**config.mk**
```make
export PLATFORM = sky130hd
export DESIGN_NAME = mmu_xlate_top
export DESIGN_NICKNAME = d
export VERILOG_FILES = /design/src/logic/mmu_pkg.sv /design/src/logic/mmu_xlate_top.sv /design/src/logic/perm_check.sv /design/src/logic/xlate_buffer.sv /design/src/logic/addr_xlate.sv /design/src/logic/tlb_entry_match.sv
export SDC_FILE = /design/constraint.sdc
export NUM_CORES = 1
export LEC_CHECK = 0
export BUFFER_PORTS_ARGS = -buffer_cell sky130_fd_sc_hd__buf_4
export CAP_MARGIN = 10
export CORE_MARGIN = 10
export CORE_UTILIZATION = 55
export DETAILED_ROUTE_END_ITERATION = 8
export PLACE_DENSITY_LB_ADDON = 0.08
export SLEW_MARGIN = 20
export SYNTH_ARGS = -nofsm -noshare
export SYNTH_HDL_FRONTEND = slang
export SYNTH_SLANG_ARGS = --single-unit
```
**constraint.sdc**
```tcl
create_clock -name clk -period 4.8 [get_ports clk]
set_input_delay 0 -clock clk [delete_from_list [all_inputs] [get_ports clk]]
set_output_delay 0 -clock clk [all_outputs]
set_load 0.05 [all_outputs]
```
**src/logic/mmu_pkg.sv**
```systemverilog
`default_nettype none

package mmu_pkg;

  // tlb geometry
  localparam int TLB_ENTRIES = 8;
  localparam int TLB_IDX_W   = $clog2(TLB_ENTRIES);

  // result buffer, also the credit pool size
  localparam int BUF_DEPTH = 4;
  localparam int BUF_PTR_W = $clog2(BUF_DEPTH);
  localparam int CREDIT_W  = $clog2(BUF_DEPTH + 1);

  // page size codes (log2 of page bytes)
  localparam int PS_4K = 12;
  localparam int PS_4M = 22;

  // field widths
  localparam int PPN_W  = 20;
  localparam int VPPN_W = 19;
  localparam int ASID_W = 10;
  localparam int PLV_W  = 2;
  localparam int MAT_W  = 2;

  // exception codes
  localparam logic [5:0] ECODE_TLBR = 6'h3f;
  localparam logic [5:0] ECODE_PIL  = 6'h01;
  localparam logic [5:0] ECODE_PIS  = 6'h02;
  localparam logic [5:0] ECODE_PME  = 6'h04;
  localparam logic [5:0] ECODE_PPI  = 6'h07;

  // response word, address on success, code and page on a fault
  typedef union packed {
    logic [31:0] paddr;
    struct packed {
      logic [5:0]        ecode;
      logic [VPPN_W-1:0] badvppn;
      logic [6:0]        zero;
    } fault;
  } xlate_resp_u;

endpackage

`default_nettype wire
```
**src/logic/mmu_xlate_top.sv**
```systemverilog
`default_nettype none

module mmu_xlate_top (
  input  wire logic                          clk,
  input  wire logic                          rst_i,
  input  wire logic                          crmd_da_i,
  input  wire logic [mmu_pkg::PLV_W-1:0]     crmd_plv_i,
  input  wire logic [mmu_pkg::MAT_W-1:0]     crmd_datm_i,
  input  wire logic [mmu_pkg::ASID_W-1:0]    asid_i,
  input  wire logic [31:0]                   dmw0_i,
  input  wire logic [31:0]                   dmw1_i,
  input  wire logic                          tlb_we_i,
  input  wire logic [mmu_pkg::TLB_IDX_W-1:0] tlb_widx_i,
  input  wire logic [mmu_pkg::VPPN_W-1:0]    tlb_vppn_i,
  input  wire logic                          tlb_ps4m_i,
  input  wire logic                          tlb_g_i,
  input  wire logic [mmu_pkg::ASID_W-1:0]    tlb_asid_i,
  input  wire logic [mmu_pkg::PPN_W-1:0]     tlb_ppn0_i,
  input  wire logic                          tlb_v0_i,
  input  wire logic                          tlb_d0_i,
  input  wire logic [mmu_pkg::PLV_W-1:0]     tlb_plv0_i,
  input  wire logic [mmu_pkg::MAT_W-1:0]     tlb_mat0_i,
  input  wire logic [mmu_pkg::PPN_W-1:0]     tlb_ppn1_i,
  input  wire logic                          tlb_v1_i,
  input  wire logic                          tlb_d1_i,
  input  wire logic [mmu_pkg::PLV_W-1:0]     tlb_plv1_i,
  input  wire logic [mmu_pkg::MAT_W-1:0]     tlb_mat1_i,
  input  wire logic                          req_valid_i,
  output logic                               req_ready_o,
  input  wire logic [31:0]                   req_vaddr_i,
  input  wire logic                          req_store_i,
  output logic                               resp_valid_o,
  input  wire logic                          resp_ready_i,
  output logic                               resp_fault_o,
  output logic [mmu_pkg::MAT_W-1:0]          resp_mat_o,
  output mmu_pkg::xlate_resp_u               resp_word_o
);

  import mmu_pkg::*;

  // producer to buffer
  logic              xlate_valid;
  logic              credit_ret;
  logic              x_found;
  logic [PPN_W-1:0]  x_ppn;
  logic              x_v;
  logic              x_d;
  logic [PLV_W-1:0]  x_plv;
  logic [MAT_W-1:0]  x_mat;
  logic              x_store;
  logic [VPPN_W-1:0] x_vppn;
  logic [PS_4K-1:0]  x_offs;

  // buffer head to consumer
  logic              buf_valid;
  logic              buf_pop;
  logic              h_found;
  logic [PPN_W-1:0]  h_ppn;
  logic              h_v;
  logic              h_d;
  logic [PLV_W-1:0]  h_plv;
  logic [MAT_W-1:0]  h_mat;
  logic              h_store;
  logic [VPPN_W-1:0] h_vppn;
  logic [PS_4K-1:0]  h_offs;

  addr_xlate xlate_i (
    .clk           (clk),
    .rst_i         (rst_i),
    .crmd_da_i     (crmd_da_i),
    .crmd_plv_i    (crmd_plv_i),
    .crmd_datm_i   (crmd_datm_i),
    .asid_i        (asid_i),
    .dmw0_i        (dmw0_i),
    .dmw1_i        (dmw1_i),
    .tlb_we_i      (tlb_we_i),
    .tlb_widx_i    (tlb_widx_i),
    .tlb_vppn_i    (tlb_vppn_i),
    .tlb_ps4m_i    (tlb_ps4m_i),
    .tlb_g_i       (tlb_g_i),
    .tlb_asid_i    (tlb_asid_i),
    .tlb_ppn0_i    (tlb_ppn0_i),
    .tlb_v0_i      (tlb_v0_i),
    .tlb_d0_i      (tlb_d0_i),
    .tlb_plv0_i    (tlb_plv0_i),
    .tlb_mat0_i    (tlb_mat0_i),
    .tlb_ppn1_i    (tlb_ppn1_i),
    .tlb_v1_i      (tlb_v1_i),
    .tlb_d1_i      (tlb_d1_i),
    .tlb_plv1_i    (tlb_plv1_i),
    .tlb_mat1_i    (tlb_mat1_i),
    .req_valid_i   (req_valid_i),
    .req_vaddr_i   (req_vaddr_i),
    .req_store_i   (req_store_i),
    .req_ready_o   (req_ready_o),
    .credit_ret_i  (credit_ret),
    .xlate_valid_o (xlate_valid),
    .found_o       (x_found),
    .ppn_o         (x_ppn),
    .v_o           (x_v),
    .d_o           (x_d),
    .plv_o         (x_plv),
    .mat_o         (x_mat),
    .store_o       (x_store),
    .vppn_o        (x_vppn),
    .offs_o        (x_offs)
  );

  xlate_buffer buf_i (
    .clk          (clk),
    .rst_i        (rst_i),
    .wr_i         (xlate_valid),
    .found_i      (x_found),
    .ppn_i        (x_ppn),
    .v_i          (x_v),
    .d_i          (x_d),
    .plv_i        (x_plv),
    .mat_i        (x_mat),
    .store_i      (x_store),
    .vppn_i       (x_vppn),
    .offs_i       (x_offs),
    .pop_i        (buf_pop),
    .buf_valid_o  (buf_valid),
    .found_o      (h_found),
    .ppn_o        (h_ppn),
    .v_o          (h_v),
    .d_o          (h_d),
    .plv_o        (h_plv),
    .mat_o        (h_mat),
    .store_o      (h_store),
    .vppn_o       (h_vppn),
    .offs_o       (h_offs),
    .credit_ret_o (credit_ret)
  );

  perm_check perm_i (
    .buf_valid_i  (buf_valid),
    .found_i      (h_found),
    .ppn_i        (h_ppn),
    .v_i          (h_v),
    .d_i          (h_d),
    .plv_i        (h_plv),
    .mat_i        (h_mat),
    .store_i      (h_store),
    .vppn_i       (h_vppn),
    .offs_i       (h_offs),
    .crmd_plv_i   (crmd_plv_i),
    .resp_ready_i (resp_ready_i),
    .pop_o        (buf_pop),
    .resp_valid_o (resp_valid_o),
    .resp_fault_o (resp_fault_o),
    .resp_mat_o   (resp_mat_o),
    .resp_word_o  (resp_word_o)
  );

endmodule

`default_nettype wire

```
**src/logic/perm_check.sv**
```systemverilog
`default_nettype none

module perm_check (
  input  wire logic                       buf_valid_i,
  input  wire logic                       found_i,
  input  wire logic [mmu_pkg::PPN_W-1:0]  ppn_i,
  input  wire logic                       v_i,
  input  wire logic                       d_i,
  input  wire logic [mmu_pkg::PLV_W-1:0]  plv_i,
  input  wire logic [mmu_pkg::MAT_W-1:0]  mat_i,
  input  wire logic                       store_i,
  input  wire logic [mmu_pkg::VPPN_W-1:0] vppn_i,
  input  wire logic [mmu_pkg::PS_4K-1:0]  offs_i,
  input  wire logic [mmu_pkg::PLV_W-1:0]  crmd_plv_i,
  input  wire logic                       resp_ready_i,
  output logic                            pop_o,
  output logic                            resp_valid_o,
  output logic                            resp_fault_o,
  output logic [mmu_pkg::MAT_W-1:0]       resp_mat_o,
  output mmu_pkg::xlate_resp_u            resp_word_o
);

  import mmu_pkg::*;

  logic       fault;
  logic [5:0] ecode;

  // first failing check wins
  always_comb begin
    fault = 1'b1;
    ecode = ECODE_TLBR;
    if (!found_i) begin
      ecode = ECODE_TLBR;
    end else if (!v_i) begin
      ecode = store_i ? ECODE_PIS : ECODE_PIL;
    end else if (crmd_plv_i > plv_i) begin
      ecode = ECODE_PPI;
    end else if (store_i && !d_i) begin
      ecode = ECODE_PME;
    end else begin
      fault = 1'b0;
    end
  end

  always_comb begin
    resp_word_o = '0;
    if (fault) begin
      resp_word_o.fault.ecode   = ecode;
      resp_word_o.fault.badvppn = vppn_i;
    end else begin
      resp_word_o.paddr = {ppn_i, offs_i};
    end
  end

  assign resp_valid_o = buf_valid_i;
  assign resp_fault_o = fault;
  assign resp_mat_o   = mat_i;
  assign pop_o        = buf_valid_i && resp_ready_i;

endmodule

`default_nettype wire

```
**src/logic/xlate_buffer.sv**
```systemverilog
`default_nettype none

module xlate_buffer (
  input  wire logic                       clk,
  input  wire logic                       rst_i,
  input  wire logic                       wr_i,
  input  wire logic                       found_i,
  input  wire logic [mmu_pkg::PPN_W-1:0]  ppn_i,
  input  wire logic                       v_i,
  input  wire logic                       d_i,
  input  wire logic [mmu_pkg::PLV_W-1:0]  plv_i,
  input  wire logic [mmu_pkg::MAT_W-1:0]  mat_i,
  input  wire logic                       store_i,
  input  wire logic [mmu_pkg::VPPN_W-1:0] vppn_i,
  input  wire logic [mmu_pkg::PS_4K-1:0]  offs_i,
  input  wire logic                       pop_i,
  output logic                            buf_valid_o,
  output logic                            found_o,
  output logic [mmu_pkg::PPN_W-1:0]       ppn_o,
  output logic                            v_o,
  output logic                            d_o,
  output logic [mmu_pkg::PLV_W-1:0]       plv_o,
  output logic [mmu_pkg::MAT_W-1:0]       mat_o,
  output logic                            store_o,
  output logic [mmu_pkg::VPPN_W-1:0]      vppn_o,
  output logic [mmu_pkg::PS_4K-1:0]       offs_o,
  output logic                            credit_ret_o
);

  import mmu_pkg::*;

  logic [BUF_PTR_W-1:0] wr_ptr_q;
  logic [BUF_PTR_W-1:0] rd_ptr_q;
  logic [CREDIT_W-1:0]  cnt_q;
  logic                 do_pop;

  logic             found_m [BUF_DEPTH];
  logic [PPN_W-1:0] ppn_m   [BUF_DEPTH];
  logic             v_m     [BUF_DEPTH];
  logic             d_m     [BUF_DEPTH];
  logic [PLV_W-1:0] plv_m   [BUF_DEPTH];
  logic [MAT_W-1:0] mat_m   [BUF_DEPTH];
  logic             store_m [BUF_DEPTH];
  logic [VPPN_W-1:0] vppn_m [BUF_DEPTH];
  logic [PS_4K-1:0] offs_m  [BUF_DEPTH];

  assign buf_valid_o  = (cnt_q != '0);
  assign do_pop       = pop_i && buf_valid_o;
  assign credit_ret_o = do_pop;

  // no full check, producer credits keep a slot free
  always_ff @(posedge clk) begin
    if (wr_i) begin
      found_m[wr_ptr_q] <= found_i;
      ppn_m[wr_ptr_q]   <= ppn_i;
      v_m[wr_ptr_q]     <= v_i;
      d_m[wr_ptr_q]     <= d_i;
      plv_m[wr_ptr_q]   <= plv_i;
      mat_m[wr_ptr_q]   <= mat_i;
      store_m[wr_ptr_q] <= store_i;
      vppn_m[wr_ptr_q]  <= vppn_i;
      offs_m[wr_ptr_q]  <= offs_i;
    end
  end

  always_ff @(posedge clk) begin
    if (rst_i) begin
      wr_ptr_q <= '0;
      rd_ptr_q <= '0;
      cnt_q    <= '0;
    end else begin
      if (wr_i) begin
        wr_ptr_q <= (wr_ptr_q == BUF_PTR_W'(BUF_DEPTH - 1)) ? '0 : wr_ptr_q + 1'b1;
      end
      if (do_pop) begin
        rd_ptr_q <= (rd_ptr_q == BUF_PTR_W'(BUF_DEPTH - 1)) ? '0 : rd_ptr_q + 1'b1;
      end
      cnt_q <= cnt_q + CREDIT_W'(wr_i) - CREDIT_W'(do_pop);
    end
  end

  // head of queue
  assign found_o = found_m[rd_ptr_q];
  assign ppn_o   = ppn_m[rd_ptr_q];
  assign v_o     = v_m[rd_ptr_q];
  assign d_o     = d_m[rd_ptr_q];
  assign plv_o   = plv_m[rd_ptr_q];
  assign mat_o   = mat_m[rd_ptr_q];
  assign store_o = store_m[rd_ptr_q];
  assign vppn_o  = vppn_m[rd_ptr_q];
  assign offs_o  = offs_m[rd_ptr_q];

endmodule

`default_nettype wire

```
**src/logic/addr_xlate.sv**
```systemverilog
`default_nettype none

module addr_xlate (
  input  wire logic                       clk,
  input  wire logic                       rst_i,
  input  wire logic                       crmd_da_i,
  input  wire logic [mmu_pkg::PLV_W-1:0]  crmd_plv_i,
  input  wire logic [mmu_pkg::MAT_W-1:0]  crmd_datm_i,
  input  wire logic [mmu_pkg::ASID_W-1:0] asid_i,
  input  wire logic [31:0]                dmw0_i,
  input  wire logic [31:0]                dmw1_i,
  input  wire logic                          tlb_we_i,
  input  wire logic [mmu_pkg::TLB_IDX_W-1:0] tlb_widx_i,
  input  wire logic [mmu_pkg::VPPN_W-1:0]    tlb_vppn_i,
  input  wire logic                          tlb_ps4m_i,
  input  wire logic                          tlb_g_i,
  input  wire logic [mmu_pkg::ASID_W-1:0]    tlb_asid_i,
  input  wire logic [mmu_pkg::PPN_W-1:0]     tlb_ppn0_i,
  input  wire logic                          tlb_v0_i,
  input  wire logic                          tlb_d0_i,
  input  wire logic [mmu_pkg::PLV_W-1:0]     tlb_plv0_i,
  input  wire logic [mmu_pkg::MAT_W-1:0]     tlb_mat0_i,
  input  wire logic [mmu_pkg::PPN_W-1:0]     tlb_ppn1_i,
  input  wire logic                          tlb_v1_i,
  input  wire logic                          tlb_d1_i,
  input  wire logic [mmu_pkg::PLV_W-1:0]     tlb_plv1_i,
  input  wire logic [mmu_pkg::MAT_W-1:0]     tlb_mat1_i,
  input  wire logic                       req_valid_i,
  input  wire logic [31:0]                req_vaddr_i,
  input  wire logic                       req_store_i,
  output logic                            req_ready_o,
  input  wire logic                       credit_ret_i,
  output logic                            xlate_valid_o,
  output logic                            found_o,
  output logic [mmu_pkg::PPN_W-1:0]       ppn_o,
  output logic                            v_o,
  output logic                            d_o,
  output logic [mmu_pkg::PLV_W-1:0]       plv_o,
  output logic [mmu_pkg::MAT_W-1:0]       mat_o,
  output logic                            store_o,
  output logic [mmu_pkg::VPPN_W-1:0]      vppn_o,
  output logic [mmu_pkg::PS_4K-1:0]       offs_o
);

  import mmu_pkg::*;

  logic [CREDIT_W-1:0]  credit_q;
  logic                 accept;
  logic [TLB_ENTRIES-1:0] tlb_match;
  logic [TLB_ENTRIES-1:0] tlb_ps4m;
  logic [TLB_ENTRIES-1:0] tlb_odd;
  logic [1:0]           dmw_hit;
  logic [31:0]          dmw_sel;

  // page values, even page in slot 0
  logic [PPN_W-1:0] pg_ppn [TLB_ENTRIES][2];
  logic             pg_v   [TLB_ENTRIES][2];
  logic             pg_d   [TLB_ENTRIES][2];
  logic [PLV_W-1:0] pg_plv [TLB_ENTRIES][2];
  logic [MAT_W-1:0] pg_mat [TLB_ENTRIES][2];

  logic             tlb_hit;
  logic             tlb_4m;
  logic [PPN_W-1:0] tlb_ppn;
  logic             tlb_v;
  logic             tlb_d;
  logic [PLV_W-1:0] tlb_plv;
  logic [MAT_W-1:0] tlb_mat;

  logic             res_found;
  logic [PPN_W-1:0] res_ppn;
  logic             res_v;
  logic             res_d;
  logic [PLV_W-1:0] res_plv;
  logic [MAT_W-1:0] res_mat;

  for (genvar i = 0; i < TLB_ENTRIES; i++) begin : g_entry
    tlb_entry_match entry_i (
      .clk       (clk),
      .rst_i     (rst_i),
      .we_i      (tlb_we_i && (tlb_widx_i == TLB_IDX_W'(i))),
      .vppn_i    (tlb_vppn_i),
      .ps4m_i    (tlb_ps4m_i),
      .g_i       (tlb_g_i),
      .asid_i    (tlb_asid_i),
      .lk_vppn_i (req_vaddr_i[31:13]),
      .lk_asid_i (asid_i),
      .match_o   (tlb_match[i]),
      .ps4m_o    (tlb_ps4m[i])
    );
    // even/odd page select bit follows the page size
    assign tlb_odd[i] = tlb_ps4m[i] ? req_vaddr_i[PS_4M] : req_vaddr_i[PS_4K];
  end

  always_ff @(posedge clk) begin
    if (tlb_we_i) begin
      pg_ppn[tlb_widx_i][0] <= tlb_ppn0_i;
      pg_v[tlb_widx_i][0]   <= tlb_v0_i;
      pg_d[tlb_widx_i][0]   <= tlb_d0_i;
      pg_plv[tlb_widx_i][0] <= tlb_plv0_i;
      pg_mat[tlb_widx_i][0] <= tlb_mat0_i;
      pg_ppn[tlb_widx_i][1] <= tlb_ppn1_i;
      pg_v[tlb_widx_i][1]   <= tlb_v1_i;
      pg_d[tlb_widx_i][1]   <= tlb_d1_i;
      pg_plv[tlb_widx_i][1] <= tlb_plv1_i;
      pg_mat[tlb_widx_i][1] <= tlb_mat1_i;
    end
  end

  // match vector is one-hot, so or-reduce the selected values
  always_comb begin
    tlb_hit = 1'b0;
    tlb_4m  = 1'b0;
    tlb_ppn = '0;
    tlb_v   = 1'b0;
    tlb_d   = 1'b0;
    tlb_plv = '0;
    tlb_mat = '0;
    for (int i = 0; i < TLB_ENTRIES; i++) begin
      if (tlb_match[i]) begin
        tlb_hit = 1'b1;
        tlb_4m  = tlb_4m | tlb_ps4m[i];
        tlb_ppn = tlb_ppn | pg_ppn[i][tlb_odd[i]];
        tlb_v   = tlb_v | pg_v[i][tlb_odd[i]];
        tlb_d   = tlb_d | pg_d[i][tlb_odd[i]];
        tlb_plv = tlb_plv | pg_plv[i][tlb_odd[i]];
        tlb_mat = tlb_mat | pg_mat[i][tlb_odd[i]];
      end
    end
  end

  // window hit needs vseg match and the plv bit of the current level
  assign dmw_hit[0] = (dmw0_i[31:29] == req_vaddr_i[31:29]) && dmw0_i[crmd_plv_i];
  assign dmw_hit[1] = (dmw1_i[31:29] == req_vaddr_i[31:29]) && dmw1_i[crmd_plv_i];
  assign dmw_sel    = dmw_hit[0] ? dmw0_i : dmw1_i;

  // direct mode, then windows, then tlb
  always_comb begin
    res_found = 1'b1;
    res_v     = 1'b1;
    res_d     = 1'b1;
    res_plv   = 2'd3;
    if (crmd_da_i) begin
      res_ppn = req_vaddr_i[31:PS_4K];
      res_mat = crmd_datm_i;
    end else if (|dmw_hit) begin
      res_ppn = {dmw_sel[27:25], req_vaddr_i[28:PS_4K]};
      res_mat = dmw_sel[5:4];
    end else begin
      res_found = tlb_hit;
      res_v     = tlb_v;
      res_d     = tlb_d;
      res_plv   = tlb_plv;
      res_mat   = tlb_mat;
      // 4M page takes its low ppn bits from the vaddr
      res_ppn   = tlb_4m ? {tlb_ppn[PPN_W-1:PS_4M-PS_4K], req_vaddr_i[PS_4M-1:PS_4K]}
                         : tlb_ppn;
    end
  end

  assign req_ready_o = (credit_q != '0);
  assign accept      = req_valid_i && req_ready_o;

  always_ff @(posedge clk) begin
    if (rst_i) begin
      credit_q      <= CREDIT_W'(BUF_DEPTH);
      xlate_valid_o <= 1'b0;
    end else begin
      credit_q      <= credit_q - CREDIT_W'(accept) + CREDIT_W'(credit_ret_i);
      xlate_valid_o <= accept;
    end
  end

  always_ff @(posedge clk) begin
    if (accept) begin
      found_o <= res_found;
      ppn_o   <= res_ppn;
      v_o     <= res_v;
      d_o     <= res_d;
      plv_o   <= res_plv;
      mat_o   <= res_mat;
      store_o <= req_store_i;
      vppn_o  <= req_vaddr_i[31:13];
      offs_o  <= req_vaddr_i[PS_4K-1:0];
    end
  end

endmodule

`default_nettype wire

```
**src/logic/tlb_entry_match.sv**
```systemverilog
`default_nettype none

module tlb_entry_match (
  input  wire logic                      clk,
  input  wire logic                      rst_i,
  input  wire logic                      we_i,
  input  wire logic [mmu_pkg::VPPN_W-1:0] vppn_i,
  input  wire logic                      ps4m_i,
  input  wire logic                      g_i,
  input  wire logic [mmu_pkg::ASID_W-1:0] asid_i,
  input  wire logic [mmu_pkg::VPPN_W-1:0] lk_vppn_i,
  input  wire logic [mmu_pkg::ASID_W-1:0] lk_asid_i,
  output logic                           match_o,
  output logic                           ps4m_o
);

  logic                      valid_q;
  logic [mmu_pkg::VPPN_W-1:0] vppn_q;
  logic                      ps4m_q;
  logic                      g_q;
  logic [mmu_pkg::ASID_W-1:0] asid_q;
  logic                      vppn_hit;

  always_ff @(posedge clk) begin
    if (rst_i) begin
      valid_q <= 1'b0;
    end else if (we_i) begin
      valid_q <= 1'b1;
    end
  end

  always_ff @(posedge clk) begin
    if (we_i) begin
      vppn_q <= vppn_i;
      ps4m_q <= ps4m_i;
      g_q    <= g_i;
      asid_q <= asid_i;
    end
  end

  // a 4M entry covers 2^9 vppn values, so low 9 bits are don't-care
  assign vppn_hit = ps4m_q ? (vppn_q[18:9] == lk_vppn_i[18:9]) : (vppn_q == lk_vppn_i);
  assign match_o  = valid_q && vppn_hit && (g_q || (asid_q == lk_asid_i));
  assign ps4m_o   = ps4m_q;

endmodule

`default_nettype wire

```
Word-level counts from Yosys, hierarchy flattened. Memories as Yosys holds them, arrays and structs flattened. A register that Yosys moved wholly into a read port is not among the register bits. Index checks and enable logic that the tools add are counted.

Bitwise gates (word level): 50. Multiplexer cells: 230. Magnitude comparators: 10. Equality and inequality tests: 35. Add/subtract/negate cells: 6. Reductions and logical operators: 45.

Operators with widths (number): 2-to-1 mux 20 bit (34); 2-to-1 mux 2 bit (87); equality test 10 bit (16); equality test 19 bit (8); bitwise OR 20 bit (7); 2-to-1 mux 1 bit (99); logical AND 1 bit (30); 2-to-1 mux 28 bit (1); bitwise OR 2 bit (14); 2-to-1 mux 25 bit (1); 2-to-1 mux 6 bit (4); bitwise OR 1 bit (21); >= comparator 2 bit, second input constant (8); NOT 1 -> 2 bit (8); equality test 3 bit, second input constant (4); 2-to-1 mux 10 bit (1); OR reduction 10 bit (1); logical OR 1 bit (8); 2-to-1 mux 7 bit (1); adder 3 x 1 -> 3 bit (2); equality test 3 x 2 -> 1 bit, second input constant (2); equality test 3 bit (2); < comparator 2 x 6 -> 1 bit, second input constant (1); nonzero test 3 bit (2); 10 further kinds (14).

Bits in writable memories: 652. Memories: 14. Register bits after elaboration: 326. Input port bits: 203. Output and inout port bits: 37.

Memories: xlate_i.pg_ppn (words 8, bits a word 40, read ports 8, clocked after memory_dff 0, write ports 1, RTL line addr_xlate.sv:56) `logic [PPN_W-1:0] pg_ppn [TLB_ENTRIES][2];`; buf_i.ppn_m (words 4, bits a word 20, read ports 1, clocked after memory_dff 1, write ports 1, RTL line xlate_buffer.sv:38) `logic [PPN_W-1:0] ppn_m [BUF_DEPTH];`; buf_i.vppn_m (words 4, bits a word 19, read ports 1, clocked after memory_dff 1, write ports 1, RTL line xlate_buffer.sv:44) `logic [VPPN_W-1:0] vppn_m [BUF_DEPTH];`; buf_i.offs_m (words 4, bits a word 12, read ports 1, clocked after memory_dff 1, write ports 1, RTL line xlate_buffer.sv:45) `logic [PS_4K-1:0] offs_m [BUF_DEPTH];`; xlate_i.pg_mat (words 8, bits a word 4, read ports 8, clocked after memory_dff 0, write ports 1, RTL line addr_xlate.sv:60) `logic [MAT_W-1:0] pg_mat [TLB_ENTRIES][2];`; xlate_i.pg_plv (words 8, bits a word 4, read ports 8, clocked after memory_dff 0, write ports 1, RTL line addr_xlate.sv:59) `logic [PLV_W-1:0] pg_plv [TLB_ENTRIES][2];`; +8 memories.

Depth between registers and ports, before layout. Gate-level depths: netlist (run 1).

Depth in word-level cells: 23. Gate-level depth with buffers: 14. Mapped depth without buffers: 11.

Cells and area by module. Synthesis (run 1) repeated with hierarchy kept, for this count alone.

Cell total of the unflattened synthesis: 2006. Area, all modules: 38833.5 um^2.

Modules (own cells, without submodules): addr_xlate (cells each 1010, times used 1, sequential area each 14343.8 um^2, area each 19067.0 um^2); tlb_entry_match (cells each 73, times used 8, sequential area each 950.9 um^2, area each 1285.0 um^2); xlate_buffer (cells each 353, times used 1, sequential area each 7267.0 um^2, area each 8992.4 um^2); perm_check (cells each 59, times used 1, sequential area each 0.0 um^2, area each 494.2 um^2).

Worst setup path after synthesis (run 1). Ideal clock, no wire load.

Path type: input-to-reg. From: in tlb_widx_i[2] in the netlist's numbering. To: mem xlate_i.pg_d[0][0] in the netlist's numbering (enable). Arrival time: 3.893 ns. Required time: 4.271 ns. Slack: 0.378 ns. Stages: 3. Path through: nand2b_1 clkbuf_1 nor3_1.

RTL lines: start: declaration (RTL line mmu_xlate_top.sv:13) `input wire logic [mmu_pkg::TLB_IDX_W-1:0] tlb_widx_i,`; end: declaration (RTL line addr_xlate.sv:58) `logic pg_d [TLB_ENTRIES][2];`.

No word-level cell before the write port.

==> impl_metrics.env, run 1 <==
export IMPL_vias=21100
export IMPL_post_dp_cell_area_um2=42000
export IMPL_cp_max_fo=24
export IMPL_hpwl_um=61400
export IMPL_arrival_ns=4.24
export IMPL_portBuffers=199
export IMPL_power_density_nw_per_um2=439
export IMPL_ys_types=60
export IMPL_layout_nets=2774
export IMPL_die_h_um=287
export IMPL_grt_ovfl_total=0
export IMPL_worst_clock_skew_ns=0.0178
export IMPL_finalCriticalPeriod_ns=4.24
export IMPL_fmax_mhz=236
export IMPL_drv_cap=0
export IMPL_cts_buffer_depth=3
export IMPL_wl_um=98100
export IMPL_ys_flop_type="edfxtp_1"
export IMPL_ant_nets=0
export IMPL_via_per_inst=5.91
export IMPL_synth_top_cell_area_share_pct=73.5
export IMPL_drive_above_1_share_pct=21.9
export IMPL_worstPathRequired_ns=4.80
export IMPL_fillers=4863
export IMPL_path_cells="mux4_2 > inv_1 > ha_1 > nor2b_1 > o21ai_0 > nand2_1 > nor2_4 > nand2_2 > buf_4 > mux4_2 > mux2_2 > buf_4"
export IMPL_syn_nets=2387
export IMPL_worstSetupPathType="register to output pin"
export IMPL_synthArstFlopShare_pct=0
export IMPL_cts_tree="done"
export IMPL_grt_first_pass_wirelength_um=144000
export IMPL_rows=97
export IMPL_drc=0
export IMPL_dr_first_iter_drc_count=1781
export IMPL_yosysSeqAreaShare_pct=74.6
export IMPL_setup_tns_ns=0
export IMPL_ios=240
export IMPL_final_instance_count_excl_fill=3579
export IMPL_grt_max_degree=61
export IMPL_initial_core_util_pct=55.7
export IMPL_postCtsSetupBuffers=0
export IMPL_multi_input_area_um2=9590
export IMPL_grt_pass1_vias=22200
export IMPL_regArea_um2=29200
export IMPL_avgSynthCellArea_um2=18.1
export IMPL_gp_congestion=0.822
export IMPL_syn_inst=2171
export IMPL_clkTransAtPathRegs_ns=0.06
export IMPL_setup_viol=0
export IMPL_peakVddDrop_uv=377
export IMPL_slew_headroom_pct=21.9
export IMPL_final_area_um2=46700
export IMPL_startpoint_type="register"
export IMPL_synth_area_top_cells="edfxtp_1 (73%), mux2i_1 (5.0%), mux4_2 (3.5%)"
export IMPL_rsz0062_at_grt="no"
export IMPL_cts_root_buf="clkbuf_16"
export IMPL_place_inst=3267
export IMPL_worstHoldPathType="input port to register"
export IMPL_cpPeakStageDelay_ns=0.53
export IMPL_finalWorstSetupSlack_ns=0.565
export IMPL_synth_edf_count=959
export IMPL_fin_total_pwr_mw=20.5
export IMPL_outcome="complete, no violations"
export IMPL_grt_util_all_layers_pct=23.7
export IMPL_antenna_found_initial=5
export IMPL_hold_viol_final=0
export IMPL_drv_slew=0
export IMPL_synth_seq_cells=980
export IMPL_cts_buffers=98
export IMPL_syn2layout_area_growth_pct=19.2
export IMPL_dr_pass1_iters=5
export IMPL_cts_htree_levels=3
export IMPL_wire_per_inst_um=27.4
export IMPL_fp_coreArea_um2=70400
export IMPL_cp_end_kind="output pin"
export IMPL_fin_hold_ws_ns=0.0306
export IMPL_period_share_pct=88.2
export IMPL_syn_area_um2=39200
export IMPL_dieArea_um2=82300
export IMPL_yosys_area_top_type="edfxtp_1"
export IMPL_yosys_warnings=0
export IMPL_cp_slowest_cell="mux4_2"
export IMPL_insertion_delay_ns=0.64
export IMPL_die_w_um=287
export IMPL_final_util_pct=66.4
export IMPL_cts_sinks=980
export IMPL_place_ws_ns=1.18
export IMPL_tightest_slew_ns=1.15
export IMPL_power_leakage_nw=15.9
[synth_stat cells (all sizes together), types with 2 or more instances]
| library cell | number |
|---|---|
| dfxtp | 21 |
| clkbuf | 29 |
| mux2 | 46 |
| a21oi | 67 |
| nand4 | 29 |
| a31oi | 7 |
| nand3 | 12 |
| nor3 | 20 |
| a22oi | 4 |
| o21bai | 2 |
| edfxtp | 959 |
| buf | 74 |
| o31a | 5 |
| ha | 11 |
| o22a | 4 |
| xor2 | 122 |
| nand4bb | 2 |
| inv | 14 |
| or4 | 2 |
| a2bb2oi | 2 |
| fa | 2 |
| mux4 | 61 |
| mux2i | 203 |
| a41oi | 16 |
| a2111oi | 8 |
| nor3b | 3 |
| or3 | 27 |
| o21ai | 8 |
| o22ai | 12 |
| nand2b | 7 |
| nor4 | 101 |
| o211ai | 2 |
| nor2 | 117 |
| nor2b | 10 |
| and3 | 9 |
| nand2 | 11 |
| o2bb2ai | 2 |
| a21o | 7 |
| and2 | 5 |
| xnor2 | 120 |
[sequential cells by signal (all words and copies together), names as in the netlist, 19 cells and up, named ones only]
name / count
buf_i.ppn_m: 80
xlate_i.pg_mat: 32
buf_i.vppn_m: 76
buf_i.offs_m: 48
xlate_i.pg_plv: 32
xlate_i.pg_ppn: 320
xlate_i.g_entry.entry_i.asid_q: 80
xlate_i.g_entry.entry_i.vppn_q: 152
xlate_i.vppn_o: 19
xlate_i.ppn_o: 20
[placed cells by master (no fill, tap or decap), types with 8 or more instances in the layout]
cell type,instances
mux4_2,61
mux2i_4,8
a2111oi_0,8
clkinv_1,9
nand3_1,12
nor2_1,101
mux2_2,36
xnor2_1,120
clkbuf_1,21
nor3_1,15
xor2_1,119
and3_1,9
inv_1,14
nor4_1,98
nand4_1,28
o21ai_0,8
o22ai_1,12
nor2_4,14
edfxtp_1,959
ha_1,11
clkinv_2,20
buf_4,257
a41oi_2,9
clkbuf_16,103
dlygate4sd3_1,125
mux2i_1,195
mux2_4,10
nand2_1,10
a21oi_1,67
dfxtp_1,19
or3_1,27
bufinv_16,14
nor2b_1,10
[cells by family (layout without fill, tap and decap cells)]
group	count (synthesis)	after routing	share of synthesized area, %
DFF	980	980	74.6
and+or+nand+nor	357	357	4.94
muxes	310	310	10.2
xor gates and xnor gates	242	242	5.47
AOI/OAI and AO/OA	152	152	2.78
buffers and inverters	117	582	1.63
adders and majority gates	13	13	0.453
other	0	3	0
[layout make-up]
type | count | share of cell area (%)
Clock buffer | 126 | 5.74
Timing Repair Buffer | 390 | 7.21
Inverter | 14 | 0.112
Tap cell | 940 | 2.52
Multi-Input combinational cell | 1074 | 20.5
Antenna cell | 3 | 0.0161
Sequential cell | 980 | 62.5
Clock inverter | 52 | 1.34
[repair_timing]
item | 4_1_cts | 5_1_grt
hold buffers | 125 | 0
hold endpoints to repair | 738 | 0
resized for setup | 0 | 0
[power by group]
group	leakage (nW)	total (mW)	switching [mW]	internal (mW)
registers	8.93	10.1	0.206	9.91
clock network	1.61	7.81	3.12	4.69
logic	5.37	2.60	1.56	1.04
[critical path: cells and delay by family, from the launching register on]
family / cells / cell delay, ns
DFF: 1 / 0.48
AOI/OAI and AO/OA: 1 / 0.20
buffers and inverters: 3 / 0.65
and+or+nand+nor: 4 / 0.85
muxes: 3 / 1.15
adders and majority gates: 1 / 0.23
[layer usage]
metal	track usage, %	share of wire [%]	up-vias
met1	31.1	41	10800
met5	0	0.042	-
met2	39.8	49	859
met4	7.87	2.8	6
li1	-	-	9298
met3	3.96	7.0	185
[worst paths after layout]
kind / startpoint / endpoint / slack [ns] / cells after the start
setup / recovery: register / resp_word_o[14] / 0.56 / 12
hold / removal: dmw0_i[27] / xlate_i.ppn_o[19] / 0.03 / 4
setup reg to reg: xlate_i.g_entry[5].entry_i.asid_q[3] / xlate_i.ppn_o[13] / 1.40 / 8
hold reg to reg: xlate_i.g_entry[0].entry_i.valid_q / xlate_i.g_entry[0].entry_i.valid_q / 0.48 / 2
No activity file was read; power rests on OpenSTA's default activity.
==> run 2, diff against run 1 <==
--- a/config.mk
+++ b/config.mk
@@ -10,6 +10,7 @@
 export CORE_MARGIN = 10
 export CORE_UTILIZATION = 55
 export DETAILED_ROUTE_END_ITERATION = 8
+export MAX_ROUTING_LAYER = met4
 export PLACE_DENSITY_LB_ADDON = 0.08
 export SLEW_MARGIN = 20
 export SYNTH_ARGS = -nofsm -noshare
==> impl_metrics.env, run 2 (same netlist as run 1, synthesis figures left out) <==
export IMPL_outcome="complete, no violations"
export IMPL_cp_end_kind="output pin"
export IMPL_worst_clock_skew_ns=0.0167
export IMPL_dr_first_iter_drc_count=1928
export IMPL_startpoint_type="register"
export IMPL_path_cells="mux4_2 > inv_1 > ha_1 > nor2b_1 > o21ai_0 > nand2_1 > nor2_4 > nand2_2 > buf_4 > mux4_2 > mux2_2 > buf_4"
export IMPL_cp_num_buf_inv=3
export IMPL_hpwl_um=61400
export IMPL_worstHoldPathType="input port to register"
export IMPL_final_common_cell="edfxtp_1"
export IMPL_dr_pass1_iters=5
export IMPL_arrival_ns=4.22
export IMPL_highest_layer="met4"
export IMPL_final_cell_mix="edfxtp_1 (959), buf_4 (257), mux2i_1 (195), dlygate4sd3_1 (125), xnor2_1 (120)"
export IMPL_period_share_pct=87.9
export IMPL_drv_slew=0
export IMPL_largest_reg_flops=320
export IMPL_rows=97
export IMPL_regArea_um2=29200
export IMPL_wire_per_inst_um=27.4
export IMPL_rsz0062_at_grt="no"
export IMPL_cts_sinks=980
export IMPL_wl_met2_um=48700
export IMPL_finalWorstSetupSlack_ns=0.579
export IMPL_initial_core_util_pct=55.7
export IMPL_die_w_um=287
export IMPL_cp_top_family="multiplexers"
export IMPL_drv_cap=0
export IMPL_fmax_mhz=237
export IMPL_tightest_slew_ns=1.14
export IMPL_ant_nets=0
export IMPL_wl_met3_um=6890
export IMPL_grt_max_degree=61
export IMPL_portBuffers=199
export IMPL_drc=0
export IMPL_cts_buffer_depth=3
export IMPL_postCtsSetupBuffers=0
export IMPL_peakVddDrop_uv=375
export IMPL_grt_ovfl_total=0
export IMPL_ios=240
export IMPL_syn2layout_area_growth_pct=19.3
export IMPL_finalCriticalPeriod_ns=4.22
export IMPL_place_inst=3267
export IMPL_antenna_found_initial=4
export IMPL_vias=21100
export IMPL_fp_coreArea_um2=70400
export IMPL_worstSetupPathType="register to output pin"
export IMPL_clkTransAtPathRegs_ns=0.06
export IMPL_gp_congestion=0.835
export IMPL_largest_register="xlate_i.pg_ppn"
export IMPL_reg_top3="xlate_i.pg_ppn: 320 flops, xlate_i.g_entry.entry_i.vppn_q: 152 flops"
export IMPL_cts_tree="done"
export IMPL_cts_root_buf="clkbuf_16"
export IMPL_drive_above_1_share_pct=21.9
export IMPL_layout_nets=2774
export IMPL_cp_slowest_cell="mux4_2"
export IMPL_drt_met1_wl_um=39900
export IMPL_grt_util_all_layers_pct=24.4
export IMPL_fillers=4860
export IMPL_wl_um=98200
export IMPL_final_instance_count_excl_fill=3582
export IMPL_hold_viol_final=0
export IMPL_slew_headroom_pct=22.7
export IMPL_place_ws_ns=1.18
export IMPL_post_dp_cell_area_um2=42000
export IMPL_dieArea_um2=82300
export IMPL_insertion_delay_ns=0.64
export IMPL_die_h_um=287
export IMPL_cp_max_fo=24
export IMPL_grt_pass1_vias=22200
export IMPL_power_density_nw_per_um2=439
export IMPL_cts_htree_levels=3
export IMPL_setup_tns_ns=0
export IMPL_setup_viol=0
export IMPL_worstPathRequired_ns=4.80
export IMPL_power_leakage_nw=15.9
export IMPL_grt_first_pass_wirelength_um=144000
export IMPL_via_per_inst=5.90
export IMPL_cts_buffers=98
export IMPL_multi_input_area_um2=9590
export IMPL_fin_hold_ws_ns=0.0246
export IMPL_final_area_um2=46700
export IMPL_cpPeakStageDelay_ns=0.53
run 2: cell count changes in the layout (fill, tap and decap cells not counted), sizes merged:
cell   previous run  this run
diode             3         6
run 2: power breakdown:
group          switching (mW)  internal [mW]  total [mW]
Clock                    3.11           4.69        7.80
Combinational            1.56           1.04        2.60
Sequential              0.207           9.91        10.1
run 2: area by class of cell:
type	count	share of cell area [%]
antenna	6	0.0321
clock buffer	126	5.74
clock inverter	52	1.34
inverter	14	0.112
multi-input combinational	1074	20.5
sequential	980	62.5
tap	940	2.52
timing repair buffer	390	7.21
run 2: layer usage:
| metal | up-vias | global-route usage, % |
|---|---|---|
| li1 | 9303 | - |
| met1 | 10800 | 31.3 |
| met2 | 879 | 39.8 |
| met3 | 178 | 3.76 |
| met4 | 0 | 7.87 |
| met5 | - | - |
run 2: timing repair:
item / 4_1_cts / 5_1_grt
hold buffers: 125 / 0
hold endpoints to repair: 738 / 0
gates resized for setup: 0 / 0
run 2: worst min-delay path, delay by kind of cell:
kind / cells / cell delay (ns)
compound gates: 2 / 0.27
mux: 1 / 0.12
buf+inv: 1 / 0.11
run 2: metrics by stage:
step	total power, mW	util (%)
after floorplan	11.9	-
after global placement	12.8	59.7
after detailed placement	12.8	59.7
after CTS	20.7	66.2
after global routing	21.2	66.4
final	20.5	66.4
run 2: final timing paths:
path / depth (start not counted) / startpoint / end / slack [ns]
setup / recovery: 12 / register / resp_word_o[14] / 0.58
hold / removal: 4 / dmw0_i[27] / xlate_i.ppn_o[19] / 0.02
setup reg to reg: 8 / xlate_i.g_entry[5].entry_i.asid_q[3] / xlate_i.ppn_o[13] / 1.45
hold reg to reg: 2 / xlate_i.g_entry[0].entry_i.valid_q / xlate_i.g_entry[0].entry_i.valid_q / 0.48
==> run 3, diff against run 2 <==
--- a/config.mk
+++ b/config.mk
@@ -8,8 +8,9 @@
 export BUFFER_PORTS_ARGS = -buffer_cell sky130_fd_sc_hd__buf_4
 export CAP_MARGIN = 10
 export CORE_MARGIN = 10
-export CORE_UTILIZATION = 55
+export CORE_UTILIZATION = 45
 export DETAILED_ROUTE_END_ITERATION = 8
+export GPL_TIMING_DRIVEN = 0
 export MAX_ROUTING_LAYER = met4
 export PLACE_DENSITY_LB_ADDON = 0.08
 export SLEW_MARGIN = 20
==> impl_metrics.env, run 3 (same netlist as run 1, synthesis figures left out) <==
export IMPL_place_inst=3560
export IMPL_cts_buffer_depth=3
export IMPL_power_leakage_nw=16.2
export IMPL_grt_first_pass_wirelength_um=154000
export IMPL_hpwl_um=72200
export IMPL_fp_coreArea_um2=86600
export IMPL_rsz0062_at_grt="no"
export IMPL_fin_total_pwr_mw=20.4
export IMPL_insertion_delay_ns=0.65
export IMPL_worstHoldPathType="input port to register"
export IMPL_gp_congestion=0.817
export IMPL_dieArea_um2=99300
export IMPL_worst_clock_skew_ns=0.0202
export IMPL_final_util_pct=54.9
export IMPL_dr_first_iter_drc_count=1726
export IMPL_setup_viol=0
export IMPL_hold_path_depth=4
export IMPL_via_per_inst=5.46
export IMPL_ant_nets=0
export IMPL_drv_slew=0
export IMPL_r2r_start="xlate_i.g_entry[7].entry_i.asid_q[2]"
export IMPL_hp_start="dmw0_i[4]"
export IMPL_reg_top3="xlate_i.pg_ppn: 320 flops, xlate_i.g_entry.entry_i.vppn_q: 152 flops"
export IMPL_finalCriticalPeriod_ns=4.42
export IMPL_period_share_pct=92.2
export IMPL_final_common_cell="edfxtp_1"
export IMPL_post_dp_cell_area_um2=43000
export IMPL_largest_register="xlate_i.pg_ppn"
export IMPL_rows=108
export IMPL_ios=240
export IMPL_timing_rr_end="xlate_i.ppn_o[11]"
export IMPL_drv_cap=0
export IMPL_cts_htree_levels=3
export IMPL_cts_buffers=102
export IMPL_fin_hold_ws_ns=0.0716
export IMPL_cts_tree="done"
export IMPL_cts_root_buf="clkbuf_16"
export IMPL_startpoint_type="register"
export IMPL_slew_headroom_pct=23.5
export IMPL_hold_end="xlate_i.mat_o[0]"
export IMPL_syn2layout_area_growth_pct=21.4
export IMPL_power_density_nw_per_um2=428
export IMPL_final_area_um2=47600
export IMPL_initial_core_util_pct=45.2
export IMPL_cp_max_fo=10
export IMPL_cp_end_kind="register"
export IMPL_tightest_slew_ns=1.13
export IMPL_final_instance_count_excl_fill=3893
export IMPL_finalWorstSetupSlack_ns=0.376
export IMPL_place_ws_ns=-0.175
export IMPL_grt_max_degree=46
export IMPL_layout_nets=2857
export IMPL_die_w_um=315
export IMPL_final_cell_mix="edfxtp_1 (959), buf_4 (227), mux2i_1 (195), dlygate4sd3_1 (132), xnor2_1 (120)"
export IMPL_hold_viol_final=0
export IMPL_outcome="complete, no violations"
export IMPL_dr_pass1_iters=5
export IMPL_peakVddDrop_uv=300
export IMPL_reg2reg_setup_slack_ns=0.38
export IMPL_wire_per_inst_um=27.4
export IMPL_arrival_ns=4.92
export IMPL_grt_util_all_layers_pct=22.0
export IMPL_grt_pass1_vias=22400
export IMPL_fmax_mhz=226
export IMPL_worstPathRequired_ns=5.30
export IMPL_vias=21300
export IMPL_wl_um=107000
export IMPL_die_h_um=315
export IMPL_setup_tns_ns=0
export IMPL_drive_above_1_share_pct=22.4
export IMPL_worstSetupPathType="register to register"
export IMPL_worst_r2r_path_depth=8
export IMPL_grt_ovfl_total=0
export IMPL_antenna_found_initial=7
export IMPL_largest_reg_flops=320
export IMPL_portBuffers=187
export IMPL_clkTransAtPathRegs_ns=0.06
export IMPL_drc=0
export IMPL_cts_sinks=980
[run 3: cell types whose count changed in the layout (fill, tap and decap cells not counted), sizes merged]
cell / delta
clkbuf: +28
clkinvlp: -4
bufinv: -7
inv: +2
dlygate4sd3: +7
buf: +43
clkinv: +22
diode: +5
[run 3: layout make-up]
class	count	area, µm²
clock inverter	65	517
multi-input combinational	1074	9480
inverter	14	52.6
sequential	980	29200
fill	6905	39100
timing repair buffer	366	3510
clock buffer	125	2690
buffer	103	613
antenna	11	27.5
tap	1155	1450
[run 3: how the worst max path moves through the flow]
stage | startpoint | end | slack, ns | cells past startpoint
detailed placement | register | resp_word_o[16] | -0.18 | 14
global route | register | resp_word_o[20] | 0.08 | 15
global placement | tlb_widx_i[2] | xlate_i.pg_ppn[0][38] | -2.85 | 4
CTS | register | resp_word_o[20] | 0.07 | 15
finish | xlate_i.g_entry[7].entry_i.asid_q[2] | xlate_i.ppn_o[11] | 0.38 | 8
floorplan | tlb_widx_i[2] | xlate_i.pg_d[0][0] | 0.38 | 3
[run 3: timing repair]
action / CTS / global route
setup endpoints to repair: 23 / 19
pin swaps: 0 / 0
hold buffers: 132 / 0
resized for setup: 11 / 2
hold endpoints to repair: 788 / 0
setup buffers: 0 / 0
[run 3: layer usage]
metal	track usage [%]	routed length (µm)	vias up
li1	-	-	9521
met4	6.41	2910	0
met2	36.1	53000	721
met5	-	0	-
met1	28.0	44400	10800
met3	3.54	6380	180
[run 3: worst max-delay path, stage by stage, from the launching register on]
cell	delay (ns)
edfxtp_1	0.37
xor2_1	0.16
nor4_1	0.55
a41oi_1	0.59
clkbuf_1	0.55
nor2_1	0.93
a21oi_1	0.14
a31oi_1	0.78
a21o_1	0.17
[run 3: report_power, final]
group | internal, mW | switching (mW)
combinational | 1.09 | 1.66
sequential | 9.90 | 0.178
clock | 4.35 | 3.17
total | 15.3 | 5.01
